[config.mk]
export PLATFORM = sky130hd
export DESIGN_NAME = fetch_top
export DESIGN_NICKNAME = d
export VERILOG_FILES = /design/src/hw/isa_pkg.sv /design/src/hw/fetch_pkg.sv /design/src/hw/icache_line.sv /design/src/hw/icache_refill.sv /design/src/hw/icache.sv /design/src/hw/instr_classify.sv /design/src/hw/fetch_unit.sv /design/src/hw/fetch_top.sv
export SDC_FILE = /design/constraint.sdc
export NUM_CORES = 1
export LEC_CHECK = 0
export BUFFER_PORTS_ARGS = -buffer_cell sky130_fd_sc_hd__buf_2
export CORE_UTILIZATION = 35
export DETAILED_ROUTE_END_ITERATION = 10
export GPL_ROUTABILITY_DRIVEN = 0
export SETUP_SLACK_MARGIN = 0.5
export SYNTH_ARGS = -nofsm -noshare
export SYNTH_HDL_FRONTEND = slang
export SYNTH_SLANG_ARGS = --single-unit
[constraint.sdc]
create_clock -name i_clock -period 8.8 [get_ports i_clock]
set_input_delay 0.44 -clock i_clock [delete_from_list [all_inputs] [get_ports i_clock]]
set_output_delay 0.44 -clock i_clock [all_outputs]
set_load 0.1 [all_outputs]
[src/hw/isa_pkg.sv]
package isa_pkg;

	// Major opcode field, instruction bits 6:0
	typedef enum logic [6:0] {
		op_other  = 7'b0000000,
		op_branch = 7'b1100011,
		op_jalr   = 7'b1100111,
		op_jal    = 7'b1101111,
		op_system = 7'b1110011
	} opcode_t;

	// What fetch has to do after delivering the instruction
	typedef enum logic [1:0] {
		class_sequential,
		class_jump,
		class_trap
	} instr_class_t;

	// Exact system encodings, all register fields zero
	localparam logic [31:0] ecall_word = 32'h0000_0073;
	localparam logic [31:0] mret_word = 32'h3020_0073;
	localparam logic [31:0] wfi_word = 32'h1050_0073;

endpackage

[src/hw/fetch_pkg.sv]
package fetch_pkg;

	// Byte address; instructions are word aligned
	localparam int addr_width = 32;

	localparam int instr_width = 32;

	// Record tag, wraps around
	localparam int tag_width = 8;

	// Fetch FSM states
	typedef enum logic [1:0] {
		wait_icache,
		wait_jump,
		wait_irq
	} fetch_state_t;

endpackage

[src/hw/icache_line.sv]
`timescale 1ns/1ps

module icache_line #(
	parameter int icache_lines = 8,
	parameter int line_index = 0
) (
	input logic i_clock,
	input logic i_reset,
	input logic [fetch_pkg::addr_width-1:0] i_pc,
	input logic i_fill,
	input logic [fetch_pkg::addr_width-1:0] i_fill_pc,
	input logic [fetch_pkg::instr_width-1:0] i_fill_word,
	output logic o_hit,
	output logic [fetch_pkg::instr_width-1:0] o_word
);
	import fetch_pkg::*;

	localparam int index_width = $clog2(icache_lines);
	localparam int line_tag_width = addr_width - index_width - 2;
	localparam logic [index_width-1:0] own_index = index_width'(line_index);

	logic valid;
	logic [line_tag_width-1:0] tag;
	logic [instr_width-1:0] word;
	logic fill_here;

	// Refill writes only the line its index selects
	assign fill_here = i_fill && (i_fill_pc[index_width+1:2] == own_index);

	always_ff @(posedge i_clock) begin
		if (i_reset) begin
			valid <= 1'b0;
		end else if (fill_here) begin
			valid <= 1'b1;
		end
	end

	always_ff @(posedge i_clock) begin
		if (fill_here) begin
			tag <= i_fill_pc[addr_width-1:index_width+2];
			word <= i_fill_word;
		end
	end

	assign o_hit = valid && (i_pc[index_width+1:2] == own_index)
		&& (i_pc[addr_width-1:index_width+2] == tag);

	// Zero when not hitting so the cache can OR all lines together
	assign o_word = o_hit ? word : '0;

endmodule

[src/hw/icache_refill.sv]
`timescale 1ns/1ps

module icache_refill #(
	parameter int icache_lines = 8
) (
	input logic i_clock,
	input logic i_reset,
	input logic [fetch_pkg::addr_width-1:0] i_pc,
	input logic i_miss,
	output logic o_bus_request,
	output logic [fetch_pkg::addr_width-1:0] o_bus_address,
	input logic i_bus_ready,
	input logic [fetch_pkg::instr_width-1:0] i_bus_rdata,
	output logic o_fill,
	output logic [fetch_pkg::addr_width-1:0] o_fill_pc,
	output logic [fetch_pkg::instr_width-1:0] o_fill_word
);
	import fetch_pkg::*;

	typedef enum logic {
		refill_idle,
		refill_busy
	} refill_state_t;

	refill_state_t state;
	logic [addr_width-1:0] miss_pc;

	// Lines split the pc into index and tag, so the count must be a power of two
	if (icache_lines < 2 || (icache_lines & (icache_lines - 1)) != 0) begin : g_lines_check
		$error("icache_lines must be a power of two, at least 2");
	end

	always_ff @(posedge i_clock) begin
		if (i_reset) begin
			state <= refill_idle;
		end else begin
			case (state)
				refill_idle: begin
					if (i_miss) begin
						state <= refill_busy;
					end
				end
				refill_busy: begin
					if (i_bus_ready) begin
						state <= refill_idle;
					end
				end
				default: begin
					state <= refill_idle;
				end
			endcase
		end
	end

	// Word aligned address of the miss, held for the whole request
	always_ff @(posedge i_clock) begin
		if (state == refill_idle && i_miss) begin
			miss_pc <= {i_pc[addr_width-1:2], 2'b00};
		end
	end

	assign o_bus_request = (state == refill_busy);
	assign o_bus_address = miss_pc;

	// Write goes straight in on the ready cycle, hit follows next cycle
	assign o_fill = (state == refill_busy) && i_bus_ready;
	assign o_fill_pc = miss_pc;
	assign o_fill_word = i_bus_rdata;

	a_address_stable: assert property (@(posedge i_clock) disable iff (i_reset)
		o_bus_request && !i_bus_ready |=> o_bus_request && $stable(o_bus_address));

endmodule

[src/hw/icache.sv]
`timescale 1ns/1ps

module icache #(
	parameter int icache_lines = 8
) (
	input logic i_clock,
	input logic i_reset,
	input logic [fetch_pkg::addr_width-1:0] i_pc,
	input logic i_lookup,
	output logic o_ready,
	output logic [fetch_pkg::instr_width-1:0] o_rdata,
	output logic o_bus_request,
	output logic [fetch_pkg::addr_width-1:0] o_bus_address,
	input logic i_bus_ready,
	input logic [fetch_pkg::instr_width-1:0] i_bus_rdata
);
	import fetch_pkg::*;

	logic [icache_lines-1:0] line_hits;
	logic [instr_width-1:0] line_words [icache_lines];
	logic any_hit;
	logic miss;
	logic fill;
	logic [addr_width-1:0] fill_pc;
	logic [instr_width-1:0] fill_word;

	icache_refill #(
		.icache_lines(icache_lines)
	) refill_i (
		.i_clock(i_clock),
		.i_reset(i_reset),
		.i_pc(i_pc),
		.i_miss(miss),
		.o_bus_request(o_bus_request),
		.o_bus_address(o_bus_address),
		.i_bus_ready(i_bus_ready),
		.i_bus_rdata(i_bus_rdata),
		.o_fill(fill),
		.o_fill_pc(fill_pc),
		.o_fill_word(fill_word)
	);

	for (genvar i = 0; i < icache_lines; i++) begin : g_lines
		icache_line #(
			.icache_lines(icache_lines),
			.line_index(i)
		) line_i (
			.i_clock(i_clock),
			.i_reset(i_reset),
			.i_pc(i_pc),
			.i_fill(fill),
			.i_fill_pc(fill_pc),
			.i_fill_word(fill_word),
			.o_hit(line_hits[i]),
			.o_word(line_words[i])
		);
	end

	// Non-hitting lines output zero, so OR gives the hit word
	always_comb begin
		o_rdata = '0;
		for (int i = 0; i < icache_lines; i++) begin
			o_rdata = o_rdata | line_words[i];
		end
	end

	assign any_hit = |line_hits;
	assign o_ready = i_lookup && any_hit;
	assign miss = i_lookup && !any_hit;

	a_one_hit: assert property (@(posedge i_clock) disable iff (i_reset)
		$onehot0(line_hits));

endmodule

[src/hw/instr_classify.sv]
`timescale 1ns/1ps

module instr_classify (
	input logic [fetch_pkg::instr_width-1:0] i_instruction,
	output isa_pkg::instr_class_t o_class
);
	import isa_pkg::*;

	opcode_t opcode;

	always_comb begin
		case (i_instruction[6:0])
			op_jal: opcode = op_jal;
			op_jalr: opcode = op_jalr;
			op_branch: opcode = op_branch;
			op_system: opcode = op_system;
			default: opcode = op_other;
		endcase
	end

	// CSR accesses share the system opcode and stay sequential
	always_comb begin
		case (opcode)
			op_jal, op_jalr, op_branch: begin
				o_class = class_jump;
			end
			op_system: begin
				if (i_instruction == mret_word) begin
					o_class = class_jump;
				end else if (i_instruction == ecall_word || i_instruction == wfi_word) begin
					o_class = class_trap;
				end else begin
					o_class = class_sequential;
				end
			end
			default: begin
				o_class = class_sequential;
			end
		endcase
	end

endmodule

[src/hw/fetch_unit.sv]
`timescale 1ns/1ps

module fetch_unit #(
	parameter logic [fetch_pkg::addr_width-1:0] reset_vector = '0
) (
	input logic i_clock,
	input logic i_reset,
	input logic i_busy,

	// Redirect after a control-flow instruction
	input logic i_jump,
	input logic [fetch_pkg::addr_width-1:0] i_jump_pc,

	// Interrupt
	input logic i_irq_pending,
	input logic [fetch_pkg::addr_width-1:0] i_irq_pc,
	output logic o_irq_dispatched,
	output logic [fetch_pkg::addr_width-1:0] o_irq_epc,

	// Cache side
	output logic [fetch_pkg::addr_width-1:0] o_pc,
	output logic o_lookup,
	input logic i_ready,
	input logic [fetch_pkg::instr_width-1:0] i_rdata,
	input isa_pkg::instr_class_t i_class,

	// Record to the next stage
	output logic [fetch_pkg::tag_width-1:0] o_fetch_tag,
	output logic [fetch_pkg::addr_width-1:0] o_fetch_pc,
	output logic [fetch_pkg::instr_width-1:0] o_fetch_instruction
);
	import isa_pkg::*;
	import fetch_pkg::*;

	fetch_state_t state;
	logic [addr_width-1:0] pc;
	logic last_pending;
	logic irq_edge;
	logic accept;
	logic take_seq_irq;
	logic take_trap_irq;

	assign o_pc = pc;
	assign o_lookup = (state == wait_icache) && !i_busy;
	assign accept = o_lookup && i_ready;
	assign irq_edge = i_irq_pending && !last_pending;

	// Interrupts only after an ordinary instruction or while parked on a trap
	assign take_seq_irq = accept && (i_class == class_sequential) && irq_edge;
	assign take_trap_irq = (state == wait_irq) && irq_edge;

	always_ff @(posedge i_clock) begin
		if (i_reset) begin
			state <= wait_icache;
			pc <= reset_vector;
			last_pending <= 1'b0;
			o_irq_dispatched <= 1'b0;
			o_fetch_tag <= '0;
		end else begin
			o_irq_dispatched <= 1'b0;
			case (state)
				wait_icache: begin
					if (accept) begin
						o_fetch_tag <= o_fetch_tag + tag_width'(1);
						pc <= pc + addr_width'(4);
						if (i_class == class_jump) begin
							state <= wait_jump;
						end else if (i_class == class_trap) begin
							state <= wait_irq;
						end else begin
							last_pending <= i_irq_pending;
							if (take_seq_irq) begin
								o_irq_dispatched <= 1'b1;
								pc <= i_irq_pc;
							end
						end
					end
				end
				wait_jump: begin
					// Hold until the next stage resolves the target
					if (i_jump) begin
						pc <= i_jump_pc;
						state <= wait_icache;
					end
				end
				wait_irq: begin
					last_pending <= i_irq_pending;
					if (take_trap_irq) begin
						o_irq_dispatched <= 1'b1;
						pc <= i_irq_pc;
						state <= wait_icache;
					end
				end
				default: begin
					state <= wait_icache;
				end
			endcase
		end
	end

	// Record and return address
	always_ff @(posedge i_clock) begin
		if (accept) begin
			o_fetch_pc <= pc;
			o_fetch_instruction <= i_rdata;
		end
		if (take_seq_irq) begin
			o_irq_epc <= pc + addr_width'(4);
		end else if (take_trap_irq) begin
			// pc already points past the trap instruction
			o_irq_epc <= pc;
		end
	end

	a_state_legal: assert property (@(posedge i_clock) disable iff (i_reset)
		state inside {wait_icache, wait_jump, wait_irq});

endmodule

[src/hw/fetch_top.sv]
`timescale 1ns/1ps

module fetch_top #(
	parameter logic [fetch_pkg::addr_width-1:0] reset_vector = 32'h0000_0000,
	parameter int icache_lines = 8
) (
	input logic i_clock,
	input logic i_reset,

	// Control
	input logic i_jump,
	input logic [fetch_pkg::addr_width-1:0] i_jump_pc,

	// Interrupt
	input logic i_irq_pending,
	input logic [fetch_pkg::addr_width-1:0] i_irq_pc,
	output logic o_irq_dispatched,
	output logic [fetch_pkg::addr_width-1:0] o_irq_epc,

	// Memory bus
	output logic o_bus_request,
	output logic [fetch_pkg::addr_width-1:0] o_bus_address,
	input logic i_bus_ready,
	input logic [fetch_pkg::instr_width-1:0] i_bus_rdata,

	// Record
	input logic i_busy,
	output logic [fetch_pkg::tag_width-1:0] o_fetch_tag,
	output logic [fetch_pkg::addr_width-1:0] o_fetch_pc,
	output logic [fetch_pkg::instr_width-1:0] o_fetch_instruction
);
	import isa_pkg::*;
	import fetch_pkg::*;

	logic [addr_width-1:0] pc;
	logic lookup;
	logic ready;
	logic [instr_width-1:0] rdata;
	instr_class_t instr_class;

	icache #(
		.icache_lines(icache_lines)
	) icache_i (
		.i_clock(i_clock),
		.i_reset(i_reset),
		.i_pc(pc),
		.i_lookup(lookup),
		.o_ready(ready),
		.o_rdata(rdata),
		.o_bus_request(o_bus_request),
		.o_bus_address(o_bus_address),
		.i_bus_ready(i_bus_ready),
		.i_bus_rdata(i_bus_rdata)
	);

	instr_classify instr_classify_i (
		.i_instruction(rdata),
		.o_class(instr_class)
	);

	fetch_unit #(
		.reset_vector(reset_vector)
	) fetch_unit_i (
		.i_clock(i_clock),
		.i_reset(i_reset),
		.i_busy(i_busy),
		.i_jump(i_jump),
		.i_jump_pc(i_jump_pc),
		.i_irq_pending(i_irq_pending),
		.i_irq_pc(i_irq_pc),
		.o_irq_dispatched(o_irq_dispatched),
		.o_irq_epc(o_irq_epc),
		.o_pc(pc),
		.o_lookup(lookup),
		.i_ready(ready),
		.i_rdata(rdata),
		.i_class(instr_class),
		.o_fetch_tag(o_fetch_tag),
		.o_fetch_pc(o_fetch_pc),
		.o_fetch_instruction(o_fetch_instruction)
	);

endmodule

==> flow_summary.toml <==
[status]
status = "complete, no violations"

[global_route]
grt_pass1_vias = 15663
antenna_found_initial = 4
grt_pass1_wl_mm = 110
grt_max_degree = 68
grt_usage_pct = 19.7
gr-total-overflow = 0

[worst_setup_path]
arrival_ns = 7.34
end_kind = "flop"
worstPathRequired_ns = 9.27
cp-start-kind = "flop"
criticalPathCategory = "flop to flop"
crit_fanout = 41

[die]
dieArea_um2 = 76400
core_um2 = 74400
fp-row-count = 100
io-pin-count = 240
die_h_um = 276
initial_core_util_pct = 35.4
die_x_um = 276

[pwr]
netSwitchingFraction_pct = 21.4
clkPwrFrac_pct = 44.7
combPwrFrac_pct = 2.2
power_frac_seq_pct = 53.1
peakVddDrop_mv = 0.140
p_sw_mw = 1.38
total_power_mw = 6.45
power.leakage_nw = 10.7
powerDensity_nw_per_um2 = 209
internal-power_mw = 5.07

[cts]
clk_latency_ns = 0.62
cts_hold_buf = 0
cts_max_path_buffers = 3
cts_resized = 0
post-cts-setup-buffer-count = 0
clock-sinks = 651
clk_pin_slew_worst_paths_ns = 0.06
cts_made_buffers = 71
cts_tree = "done"
clock-root-buffer = "clkbuf_16"
h-tree-depth = 3

[place]
dpl_cell_area_um2 = 28700
dpl.hpwl_mm = 47.2
pre_cts_slack_ns = 1.98
dp.cells = 2864
io_buffers = 237

[detailed_routing]
wl_per_cell_um = 25.5
vias = 15999
wl_mm = 76.2
drtIter0Drc = 1566
firstDrtPassIters = 5
viasPerCell = 5.34
drc = 0
drtAntennaViolNets = 0

[sta]
worst_pin_slew_ns = 1.17
slew_violations = 0
rsz0062_at_grt = "false"
finalSetupViolations = 0
hold_viol_final = 0
fmax_ghz = 0.145
fin_crit_sh_pct = 78.1
min_period_ns = 6.87
slew_headroom_pct = 22.1
setup_tns_ns = 0
finalWorstSetupSlack_ns = 1.93
fin_skew_ns = 0.0248

[layout]
antenna_cells = 0
layout_commonest_cell = "edfxtp_1"
syn_to_final_growth_pct = 17.2
instances_no_fill = 2994
layout-drive-gt1-share_pct = 20.8
final_nets = 2083
layout_common_cells = "598 x edfxtp_1, 237 x buf_2, 147 x xnor2_1, 129 x xor2_1, 98 x nor2_1"
stdcell_area_um2 = 30900

[yosys]
ys_seq_area_share_pct = 72.2
synth_area_um2 = 26400
yosys_register_bits = 651
avgSynthCellArea_um2 = 15.4
yosysWarningCount = 0
synth_edf_count = 598
yosysUniqueCellTypes = 55
synth_flop_cell = "edfxtp_1"
synth_cells = 1709
async_flop_share_pct = 0

[run]
drv_cap = 0

[min_path]
hp-class = "primary input to flop"
metal layers:
metal / GRT usage (%) / share of wire (%) / vias up
li1: - / - / 7031
met1: 26.6 / 42 / 8168
met2: 31.9 / 48 / 696
met3: 4.31 / 7.6 / 96
met4: 5.36 / 2.1 / 8
met5: 0 / 0.066 / -
power groups by stage:
stage | logic, mW | registers [mW] | clock network, mW
3_5_place_dp | 0.144 | 3.49 | 0
2_1_floorplan | 0.0248 | 3.53 | 0
4_1_cts | 0.145 | 3.42 | 2.94
6_report | 0.143 | 3.42 | 2.88
3_3_place_gp | 0.142 | 3.49 | 0
5_1_grt | 0.150 | 3.42 | 3.06
state kept, by name (all words and copies together), names as in the netlist:
name	flops
fetch_unit_i.o_irq_epc	32
icache_i.g_lines.line_i.valid	8
fetch_unit_i.o_pc	32
fetch_unit_i.last_pending	1
icache_i.refill_i.o_bus_address	30
icache_i.g_lines.line_i.word	256
fetch_unit_i.state	2
fetch_unit_i.o_fetch_pc	32
fetch_unit_i.o_irq_dispatched	1
icache_i.refill_i.o_bus_request	1
fetch_unit_i.o_fetch_tag	8
icache_i.g_lines.line_i.tag	216
fetch_unit_i.o_fetch_instruction	32
final timing paths:
check                                                    to  slack, ns  cells after the start                   from
worst max register to register        fetch_unit_i.o_pc[24]       1.93                     20  fetch_unit_i.o_pc[16]
worst max-delay path                  fetch_unit_i.o_pc[24]       1.93                     20  fetch_unit_i.o_pc[16]
worst min register to register  fetch_unit_i.o_fetch_pc[30]       0.43                      0  fetch_unit_i.o_pc[30]
worst min-delay path              fetch_unit_i.last_pending       0.09                      3          i_irq_pending
cell type report:
cell class / instances / area [µm²]
clock buffer: 88 / 1880
clock inverter: 42 / 349
fill: 6717 / 43600
inverter: 20 / 75.1
multi-input combinational: 937 / 6790
sequential: 651 / 19000
tap: 969 / 1210
timing repair buffer: 287 / 1560
cells by family (layout without fill, tap and decap cells):
logic type / Yosys count / after routing / share of synthesized area [%]
buffers and inverters: 122 / 437 / 2.41
other: 1 / 2 / 0.0142
adders and majority gates: 13 / 13 / 0.617
muxes: 27 / 27 / 1.05
DFF: 651 / 651 / 72.2
and+or+nand+nor: 383 / 383 / 7.53
xor gates and xnor gates: 276 / 276 / 9.17
AOI/OAI and AO/OA: 236 / 236 / 7.04
per-stage QoR:
stage / hold slack, ns / utilization [%]
after global placement: 0.421 / 38.5
after CTS: 0.0570 / 41.5
after floorplan: 0.420 / -
final: 0.0865 / 41.5
after detailed placement: 0.421 / 38.5
after global routing: 0.0669 / 41.5
cell usage after synthesis (4+ instances only):
master,count,area [µm²]
xor2_1,129,1130
nand2_1,73,274
edfxtp_1,598,18000
buf_1,6,22.5
xnor2_1,147,1290
and3_1,8,50.1
a21oi_1,18,90.1
a22o_1,63,552
nand4_1,56,350
nor2_1,105,394
ha_1,13,163
a211oi_1,26,195
a22oi_1,54,405
buf_4,34,255
clkbuf_1,33,124
o21ai_0,10,50.1
a221oi_1,37,324
nor3_1,34,170
inv_1,20,75.1
mux2i_1,21,210
mux2_2,6,67.6
dfxtp_1,53,1060
and2_1,4,25.0
nor4_4,5,106
nand3_1,37,185
o211ai_1,8,60.1
nor4_1,29,181
or4_1,6,45.0
or2_2,6,37.5
buf_2,27,135
worst max-delay path, stage by stage, from the launching register on:
cell	delay [ns]
dfxtp_1	1.09
xor2_1	0.17
nor4_1	0.58
nand4_1	0.38
nor4_4	0.36
buf_4	0.49
a22o_1	0.22
a221oi_1	0.06
a2111o_1	0.48
nor4_2	0.22
nand4_1	0.23
a2111o_1	0.39
ha_1	0.32
nor2_1	0.18
nand4_1	0.16
a21oi_4	0.15
buf_4	0.50
mux2i_1	0.25
nor2_1	0.05
a211oi_1	0.28
nor3_1	0.08
(Power assumes the default switching activity.)
